## src/logic/cpuPkg.sv

```systemverilog
// Processor shared types
package cpuPkg;

	localparam int wordWidth = 32;
	localparam int regAddrWidth = 5;
	localparam int regCount = 32;

	typedef logic [wordWidth-1:0] wordT;
	typedef logic [regAddrWidth-1:0] regAddrT;

	// Return address register for jal.
	localparam regAddrT linkReg = regAddrT'(31);

	// Field layout. Immediate is bits 15:0, jump target bits 25:0.
	typedef struct packed {
		logic [5:0] opcode;
		regAddrT    rs;
		regAddrT    rt;
		regAddrT    rd;
		logic [4:0] shamt;
		logic [5:0] funct;
	} instrT;

	typedef enum logic [5:0] {
		opRType = 6'd0,
		opJ     = 6'd2,
		opJal   = 6'd3,
		opBeq   = 6'd4,
		opBne   = 6'd5,
		opAddi  = 6'd8,
		opAndi  = 6'd12,
		opOri   = 6'd13,
		opXori  = 6'd14,
		opLw    = 6'd35,
		opSw    = 6'd43,
		opHlt   = 6'd63
	} opcodeT;

	typedef enum logic [5:0] {
		fnSll = 6'd0,
		fnSrl = 6'd2,
		fnJr  = 6'd8,
		fnAdd = 6'd32,
		fnSub = 6'd34,
		fnAnd = 6'd36,
		fnOr  = 6'd37,
		fnXor = 6'd38,
		fnSlt = 6'd42
	} functT;

	typedef enum logic [3:0] {
		aluAdd,
		aluSub,
		aluAnd,
		aluOr,
		aluXor,
		aluSlt,
		aluSll,
		aluSrl,
		aluPassB
	} aluOpT;

	// Next-PC source.
	typedef enum logic [2:0] {
		pcSeq,
		pcBranch,
		pcJump,
		pcReg,
		pcHandler
	} pcSelT;

endpackage
```

## src/logic/registerFile.sv

```systemverilog
// General purpose registers
`timescale 1ns/1ns

module registerFile
	import cpuPkg::*;
(
	input  logic    clk,
	input  logic    rst,
	input  logic    we,
	input  regAddrT readAddr1,
	input  regAddrT readAddr2,
	input  regAddrT writeAddr,
	input  wordT    writeData,
	output wordT    readData1,
	output wordT    readData2,
	input  regAddrT dbgAddr,
	output wordT    dbgData
);

	wordT regs [regCount];

	// Register 0 is hardwired to zero.
	assign readData1 = (readAddr1 == '0) ? '0 : regs[readAddr1];
	assign readData2 = (readAddr2 == '0) ? '0 : regs[readAddr2];
	assign dbgData = (dbgAddr == '0) ? '0 : regs[dbgAddr];

	always_ff @(posedge clk or negedge rst) begin
		if (!rst) begin
			for (int i = 0; i < regCount; i++) begin
				regs[i] <= '0;
			end
		end else if (we && (writeAddr != '0)) begin
			regs[writeAddr] <= writeData;
		end
	end

endmodule

```

## config.mk

```make
export PLATFORM = sky130hd
export DESIGN_NAME = registerFile
export DESIGN_NICKNAME = d
export VERILOG_FILES = /design/src/logic/cpuPkg.sv /design/src/logic/registerFile.sv
export SDC_FILE = /design/constraint.sdc
export NUM_CORES = 2
export LEC_CHECK = 0
export BUFFER_PORTS_ARGS = -buffer_cell sky130_fd_sc_hd__clkbuf_2
export CAP_MARGIN = 0
export CORE_UTILIZATION = 25
export CTS_CLUSTER_DIAMETER = 60
export CTS_CLUSTER_SIZE = 10
export DETAILED_ROUTE_END_ITERATION = 12
export HOLD_SLACK_MARGIN = 0.05
export PLACE_DENSITY_LB_ADDON = 0.3
export REMOVE_ABC_BUFFERS = 1
export SETUP_SLACK_MARGIN = 0.4
export SKIP_CTS_REPAIR_TIMING = 1
export SYNTH_ARGS = -nofsm -noshare
export SYNTH_HDL_FRONTEND = slang
export SYNTH_SLANG_ARGS = --single-unit
```

## constraint.sdc

```tcl
create_clock -name clk -period 4.9 [get_ports clk]
set_clock_uncertainty 0.1 [all_clocks]
set_input_delay 0.49 -clock clk [delete_from_list [all_inputs] [get_ports clk]]
set_output_delay 0.49 -clock clk [all_outputs]
set_load 0.02 [all_outputs]
```

==> results.json <==
{
  "cts.sinks": 1024,
  "cellLeakagePower_nw": 28.69,
  "overflow": 0,
  "dr.pass1.iters": 5,
  "n_fill_cell": 25220,
  "syn_avg_cell_area_sq_um": 14.65,
  "clockBufferDepth": 3,
  "die_x_microns": 502.9,
  "worstPathRequired_ps": 4310,
  "synth_flop_cell": "dfrtp_1",
  "async_reset_ff_share_pct": 100.0,
  "critPathMaxFanout": 29,
  "gp_congestion": 0.8303,
  "maxSlewViolCount": 0,
  "largest-register": "regs",
  "yosysTopAreaCell": "dfrtp_1",
  "stdcell_count": 7583,
  "synth_edf_count": 0,
  "synth_area_leaders": "dfrtp_1 (41%), mux4_2 (24%), mux2_2 (19%), mux2i_1 (3.1%), buf_2 (1.6%)",
  "cp-start-kind": "input pin",
  "peakVddDrop_uv": 305.6,
  "setup_viol": 0,
  "largest_reg_flops": 1024,
  "placedCellCount": 7422,
  "seq_area_frac_synth_pct": 40.85,
  "report.final.hold_viol_count": 0,
  "cts_buffers": 119,
  "vias": 42840,
  "path_buf_inv": 2,
  "num_rows": 183,
  "synthCells": 4281,
  "core_area_sq_mm": 0.2491,
  "worstMarginPinSlew_ps": 1110,
  "setup_slack_ps": 656.1,
  "cts_tree": "yes",
  "fin_crit_sh_pct": 86.61,
  "clk_pin_slew_worst_paths_ps": 60,
  "die_y_microns": 502.9,
  "yosysUniqueCellTypes": 33,
  "grt_pass1_wl_microns": 347200,
  "max_stage_delay_ps": 880,
  "area_delta_synth_final_pct": 13.08,
  "post-place-ws_ps": 617.6,
  "drt_iter0_markers": 4085,
  "drive_above_1_share_pct": 53.78,
  "path_cells": "buf_2, or2_4, or4_4, o21ai_0, a311oi_1, clkbuf_2",
  "synth_top_area_share_pct": 40.85,
  "fmax_ghz": 0.2356,
  "routedWlPerCell_microns": 32.16,
  "globalRouteTotalUtil_pct": 19.11,
  "antenna_found_initial": 17,
  "fin_crit_ps": 4244,
  "drc_errors": 0,
  "num-nets-final": 4269,
  "antenna_left": 0,
  "min_path_type": "input pin to asynchronous set/reset pin",
  "cp_top_family": "simple AND/OR/NAND/NOR gates",
  "rsz0062_at_grt": "false",
  "worst-setup-path-type": "input pin to output pin",
  "maxCapViolations": 0,
  "synth_area_sq_mm": 0.06274,
  "start_util_pct": 25.18,
  "r2r_slack_ps": 3940,
  "r2r-start": "regs[501]$_DFFE_PN0P_",
  "grt_max_degree": 113,
  "cts_max_level": 3,
  "io_buffers": 150,
  "fin_tns_setup_ps": 0,
  "cp_num_cells": 6,
  "endpoint_kind": "output pin",
  "top_regs": "regs: 1024 flops",
  "boundaryPins": 151,
  "ys_seq_elements": 1024,
  "reg2reg_to": "regs[501]$_DFFE_PN0P_",
  "cts-root-buf": "clkbuf_16",
  "ys_warn_count": 0,
  "slew_headroom_pct": 25.99,
  "vias_per_cell": 5.649,
  "routed_wl_microns": 243900,
  "dieArea_sq_mm": 0.2529,
  "clk_latency_ps": 760,
  "status": "finished, final reports clean",
  "power_density_mw_per_mm2": 376.7,
  "reg2regPathDepth": 1,
  "first_global_vias": 43720,
  "cp_data_arrival_time_ps": 3650,
  "hpwl_microns": 149200,
  "crit_path_top_delay_cell": "a311oi_1"
}
## how the worst max path moves through the flow
| stage | startpoint | to |
|---|---|---|
| final | readAddr2[3] | readData2[27] |
| after global routing | readAddr2[3] | readData2[27] |
| after CTS | readAddr2[0] | readData2[28] |
| after detailed placement | readAddr2[0] | readData2[28] |
| after global placement | readAddr2[0] | readData2[28] |
| after floorplan | readAddr1[0] | readData1[0] |
## Yosys cell counts, types with 2 or more instances
cell       number
buf_4          82
or4_4           3
nor2b_1       103
o21ai_0       152
and2_1          4
nor3b_2         2
mux2_1         17
nor2_1         26
nand2b_1        3
nand3_1         5
a221oi_1       70
o21ai_1        14
dfrtp_1      1024
clkbuf_1      228
or2_2           3
mux2_2       1071
a211oi_1       96
buf_6          11
nand3b_1        5
buf_2         205
mux4_2        672
a22oi_1        96
nand2_1        66
inv_1           3
mux2i_1       192
a311oi_1       96
o2111ai_1      26
## power breakdown
part           internal, mW  total, mW  switching (mW)
registers              10.1       11.6            1.56
clock network          4.77       8.44            3.67
logic                  3.85       6.65            2.81
## per-layer routing
layer	track usage, %	up-vias	part of all wire, %	wire length, microns
met2	30.38	1774	47	114500
met4	6.338	2	3.5	8557
met3	3.220	416	6.3	15320
met5	0	-	0.0045	11
li1	-	16960	-	-
met1	26.28	23680	43	105500
## cell usage in the layout, fill, tap and decap left out, types with 55 or more instances in the layout
cell type and instances:
a22oi_1 96, buf_4 140, nor2b_1 97, a211oi_1 96
mux2i_1 192, o21ai_0 152, clkbuf_2 134, nand2_1 55
clkbuf_16 124, mux4_2 672, mux2_2 1071, a221oi_1 70
dfrtp_1 1024, a311oi_1 96
## cell type report
type                    instances  area (sq um)  area share (%)
well taps                    3330          4167           5.873
multi-input cells            2726         34780           49.03
diodes                          4         10.01         0.01411
clock inverters                15         201.4          0.2840
inverters                       3         18.77         0.02646
repair buffers                340          2897           4.083
flip-flops and latches       1024         25620           36.12
clock buffers                 141          3237           4.563
## cells by family after synthesis
| logic type | after synthesis | share of synthesized area, % |
|---|---|---|
| AO/OA/AOI/OAI | 550 | 6.302 |
| AND/OR/NAND/NOR | 224 | 1.919 |
| buffers and inverters | 531 | 4.216 |
| multiplexers | 1952 | 46.72 |
| flip-flops | 1024 | 40.85 |
## stage by stage
step                      area [sq um]  total power, mW  hold slack [ps]  utilization, %
after floorplan                  60100            15.72            94.41               -
after global placement           67480            18.21            293.5           27.09
after detailed placement         67480            18.38            303.9           27.09
after CTS                        70920            26.90           -342.4           28.47
after global routing             70930            27.86            327.7           28.47
final                            70940            26.73            281.7           28.48
No activity file was read; power rests on OpenSTA's default activity.
