## src/logic/cpuPkg.sv

```systemverilog
// Processor shared types
package cpuPkg;

	localparam int wordWidth = 32;
	localparam int regAddrWidth = 5;
	localparam int regCount = 32;

	typedef logic [wordWidth-1:0] wordT;
	typedef logic [regAddrWidth-1:0] regAddrT;

	// Return address register for jal.
	localparam regAddrT linkReg = regAddrT'(31);

	// Field layout. Immediate is bits 15:0, jump target bits 25:0.
	typedef struct packed {
		logic [5:0] opcode;
		regAddrT    rs;
		regAddrT    rt;
		regAddrT    rd;
		logic [4:0] shamt;
		logic [5:0] funct;
	} instrT;

	typedef enum logic [5:0] {
		opRType = 6'd0,
		opJ     = 6'd2,
		opJal   = 6'd3,
		opBeq   = 6'd4,
		opBne   = 6'd5,
		opAddi  = 6'd8,
		opAndi  = 6'd12,
		opOri   = 6'd13,
		opXori  = 6'd14,
		opLw    = 6'd35,
		opSw    = 6'd43,
		opHlt   = 6'd63
	} opcodeT;

	typedef enum logic [5:0] {
		fnSll = 6'd0,
		fnSrl = 6'd2,
		fnJr  = 6'd8,
		fnAdd = 6'd32,
		fnSub = 6'd34,
		fnAnd = 6'd36,
		fnOr  = 6'd37,
		fnXor = 6'd38,
		fnSlt = 6'd42
	} functT;

	typedef enum logic [3:0] {
		aluAdd,
		aluSub,
		aluAnd,
		aluOr,
		aluXor,
		aluSlt,
		aluSll,
		aluSrl,
		aluPassB
	} aluOpT;

	// Next-PC source.
	typedef enum logic [2:0] {
		pcSeq,
		pcBranch,
		pcJump,
		pcReg,
		pcHandler
	} pcSelT;

endpackage
```

## src/logic/decodeUnit.sv

```systemverilog
// Instruction decoder
`timescale 1ns/1ns

module decodeUnit
	import cpuPkg::*;
(
	input  instrT   instr,
	input  wordT    pc,
	input  wordT    rsData,
	input  wordT    rtData,
	output pcSelT   pcSel,
	output wordT    branchTarget,
	output wordT    jumpTarget,
	output wordT    regTarget,
	output logic    regWrite,
	output regAddrT writeReg,
	output logic    aluSrcImm,
	output aluOpT   aluOp,
	output logic    memRead,
	output logic    memWrite,
	output logic    memToReg,
	output wordT    immediate,
	output logic    useShamt,
	output logic    linkPc,
	output logic    isHalt,
	output logic    illegal
);

	logic zeroExtend;
	logic operandsEqual;

	// Logic immediates are zero-extended.
	assign zeroExtend = (instr.opcode == opAndi) || (instr.opcode == opOri) ||
		(instr.opcode == opXori);
	assign immediate = zeroExtend ? {16'b0, instr[15:0]} : {{16{instr[15]}}, instr[15:0]};

	assign operandsEqual = (rsData == rtData);
	assign branchTarget = pc + immediate;
	assign jumpTarget = {6'b0, instr[25:0]};
	assign regTarget = rsData;

	always_comb begin
		pcSel = pcSeq;
		regWrite = 1'b0;
		writeReg = instr.rt;
		aluSrcImm = 1'b0;
		aluOp = aluAdd;
		memRead = 1'b0;
		memWrite = 1'b0;
		memToReg = 1'b0;
		useShamt = 1'b0;
		linkPc = 1'b0;
		isHalt = 1'b0;
		illegal = 1'b0;
		case (instr.opcode)
			opRType: begin
				regWrite = 1'b1;
				writeReg = instr.rd;
				case (instr.funct)
					fnAdd: aluOp = aluAdd;
					fnSub: aluOp = aluSub;
					fnAnd: aluOp = aluAnd;
					fnOr:  aluOp = aluOr;
					fnXor: aluOp = aluXor;
					fnSlt: aluOp = aluSlt;
					fnSll: begin
						aluOp = aluSll;
						useShamt = 1'b1;
					end
					fnSrl: begin
						aluOp = aluSrl;
						useShamt = 1'b1;
					end
					fnJr: begin
						regWrite = 1'b0;
						pcSel = pcReg;
					end
					default: begin
						regWrite = 1'b0;
						illegal = 1'b1;
					end
				endcase
			end
			opAddi, opAndi, opOri, opXori: begin
				regWrite = 1'b1;
				aluSrcImm = 1'b1;
				if (instr.opcode == opAndi) begin
					aluOp = aluAnd;
				end else if (instr.opcode == opOri) begin
					aluOp = aluOr;
				end else if (instr.opcode == opXori) begin
					aluOp = aluXor;
				end
			end
			opLw: begin
				regWrite = 1'b1;
				aluSrcImm = 1'b1;
				memRead = 1'b1;
				memToReg = 1'b1;
			end
			opSw: begin
				aluSrcImm = 1'b1;
				memWrite = 1'b1;
			end
			opBeq: if (operandsEqual) pcSel = pcBranch;
			opBne: if (!operandsEqual) pcSel = pcBranch;
			opJ:   pcSel = pcJump;
			opJal: begin
				// Link value is pc + 1 through the ALU
				pcSel = pcJump;
				regWrite = 1'b1;
				writeReg = linkReg;
				linkPc = 1'b1;
			end
			opHlt:   isHalt = 1'b1;
			default: illegal = 1'b1;
		endcase
		if (illegal) begin
			pcSel = pcHandler;
		end
	end

endmodule

```

## config.mk

```make
export PLATFORM = sky130hd
export DESIGN_NAME = decodeUnit
export DESIGN_NICKNAME = d
export VERILOG_FILES = /design/src/logic/cpuPkg.sv /design/src/logic/decodeUnit.sv
export SDC_FILE = /design/constraint.sdc
export NUM_CORES = 1
export LEC_CHECK = 0
export BUFFER_PORTS_ARGS = -buffer_cell sky130_fd_sc_hd__buf_2
export CAP_MARGIN = 20
export CORE_AREA = 2 2 107 109
export DETAILED_ROUTE_END_ITERATION = 8
export DIE_AREA = 0 0 109 111
export PLACE_DENSITY_LB_ADDON = 0.25
export SYNTH_ARGS = -nofsm -noshare
export SYNTH_HDL_FRONTEND = slang
export SYNTH_SLANG_ARGS = --single-unit
```

## constraint.sdc

```tcl
create_clock -name vclk -period 24.6
set_input_delay 6.15 -clock vclk [all_inputs]
set_output_delay 6.15 -clock vclk [all_outputs]
set_load 0.1 [all_outputs]
```

==> metrics.txt <==
Total Negative Setup Slacks 0 ns; clock period minus worst slack 15.43 ns; core area 11100 um2; area of combinational cells with multiple inputs 2450 um2; final net count 796; count of final max-slew check failures 0; Remaining DRCs 0; Post-CTS Hold Buffers 0; type of the worst setup path in2out; std cell rows 39; number of ports placed on the die boundary 277; Unique masters post-synth 54; Detail Route Antenna Nets 0; Crit path required time 18.45 ns; static leakage 0.00207 uW; detailed-routing iteration count for the pre-antenna-repair pass 4; Via-to-Cell Ratio 4.96; Gate Count Post-Synth 481; clock tree buffer count of the final layout 0; maximum number of pins on one net before global-route repair 33; Critical Path End Type output port; Worst path slowest cell sky130_fd_sc_hd__buf_2; number of setup violations in the final report 0; Initial Util 29.7%; layout sequential cell count 0; Inst Count DP 777; sequential fraction of the synthesis area 0%; sum of net half-perimeters after detailed placement 9.72 mm; routed len/inst 14.4 um; synth warn 0; setup repair after global routing missed its margin no; worst ir drop on vdd 0.0537 mV; source of the critical timing path instr[28]; relative slew slack 47.5%; width of the chip 109 um; storage element area 0 um2; area delta synth->final 20.9%; layout cell share with drive strength beyond 1 42.7%; total number of vias 3859; filler instances 1236; final hold violations 0; top achievable clock speed 0.0648 GHz; count of input and output buffers 260; Post-Syn Area per Cell 6.84 um2; library cell with the largest summed area after synthesis sky130_fd_sc_hd__buf_4; fraction of synthesized cell area taken by the top area cell type 22.4%; worst hold start instr[23]; PwrDens 63.6 nW/um2; area enclosed by the die boundary 12100 um2; worst-path cell chain buf_2 -> nand2_1 -> nor3_1 -> a21boi_2 -> buf_4 -> ha_1 -> a211oi_1 -> nor2_1 -> nor4_1 -> nor4_1 -> a2111oi_0 -> o31ai_1 -> xor2_1 -> buf_2; first-pass GRT wire length 17.0 mm; Post CTS Setup Buffer Count 0; cell area after synthesis 3290 um2; CP Data Arrival Time 9.28 ns; leading cell types by count after synthesis sky130_fd_sc_hd__buf_4, sky130_fd_sc_hd__xor2_1, sky130_fd_sc_hd__nand2_1; longest individual stage delay on the worst path 0.44 ns; run status completed; largest driver fanout on the critical path 32; initial antenna violation count 1; post-CTS sizing 0; startpoint type of the worst setup path input port; die span in y 111 um; top-count cell post-synth sky130_fd_sc_hd__buf_4; count of maximum capacitance violations 0; min-delay worst type in2out; aggregate global routing overflow 0; count of placed standard cells in the final layout, fillers left out 778; drt first-iter violations 288; slew at the pin with the worst max-slew slack 0.782 ns; global-route usage over all layers 16.9%; total wirelength of the detailed-routed design 11.2 mm; Tcrit/Tclk final 62.7%; number of global-route vias before repair 3457; top area cells in the synthesized netlist sky130_fd_sc_hd__buf_4, sky130_fd_sc_hd__xor2_1, sky130_fd_sc_hd__ha_1; Final Wtd Congestion 0.978
## cells by family (layout without fill, tap and decap cells)
group                      Yosys count  count (layout)  share of synthesized area (%)
and+or+nand+nor                    143             143                           21.4
AOI/OAI and AO/OA                  117             117                           22.8
buffers and inverters              124             271                           26.3
other                                1               8                          0.114
adders and majority gates           32              32                           12.4
xor gates and xnor gates            64              64                           17.0
## placed cells by master, fill, tap and decap left out, drive strengths merged, types with 2 or more instances in the layout
cell,count
a2111oi,2
a211oi,4
a21boi,5
a21o,9
a21oi,43
a31oi,7
and2,3
buf,261
conb,7
ha,31
inv,10
nand2,43
nand2b,5
nand3,17
nand4,9
nor2,27
nor3,12
nor4,15
o211ai,8
o21ai,23
o31ai,4
o32a,2
or3,3
or4,2
xnor2,19
xor2,45
## layer usage
layer  GRT usage (%)  share of wire, %
met5               0                 0
met4           0.427              0.17
met3            1.41               7.0
met2            27.5                45
met1            25.3                48
## report_power, final
part,internal (uW),switching [uW],total [uW]
clock,0.00000544,0,0.00000545
combinational,45.1,208,253
sequential,0,0,0
## through the flow
stage	setup slack (ns)	total power (uW)	instance area (um2)	utilization [%]	hold WS [ns]
after floorplan	4.71	226	3310	-	12.51
after global placement	9.28	252	3980	35.9	12.30
after detailed placement	9.17	253	3980	35.9	12.30
after CTS	9.18	253	3980	35.9	12.30
after global routing	8.90	264	3980	35.9	12.30
final	9.17	253	3980	35.9	12.30
## worst paths after layout
path	to	slack [ns]	cells past startpoint
min	jumpTarget[23]	12.30	0
max	branchTarget[30]	9.17	14
## area by class of cell
class | count | share of cell area [%]
Antenna cell | 1 | 0.0629
Tap cell | 143 | 4.50
Timing Repair Buffer | 261 | 32.9
Multi-Input combinational cell | 363 | 61.6
Inverter | 10 | 0.943
## worst max-delay path: cells and delay by family
family | cells | cell delay [ns]
AO/OA/AOI/OAI | 4 | 0.90
XOR/XNOR | 1 | 0.15
adder cells (fa/ha/maj) | 1 | 0.41
buffers and inverters | 3 | 0.88
AND/OR/NAND/NOR | 5 | 0.76
(Power assumes the default switching activity.)
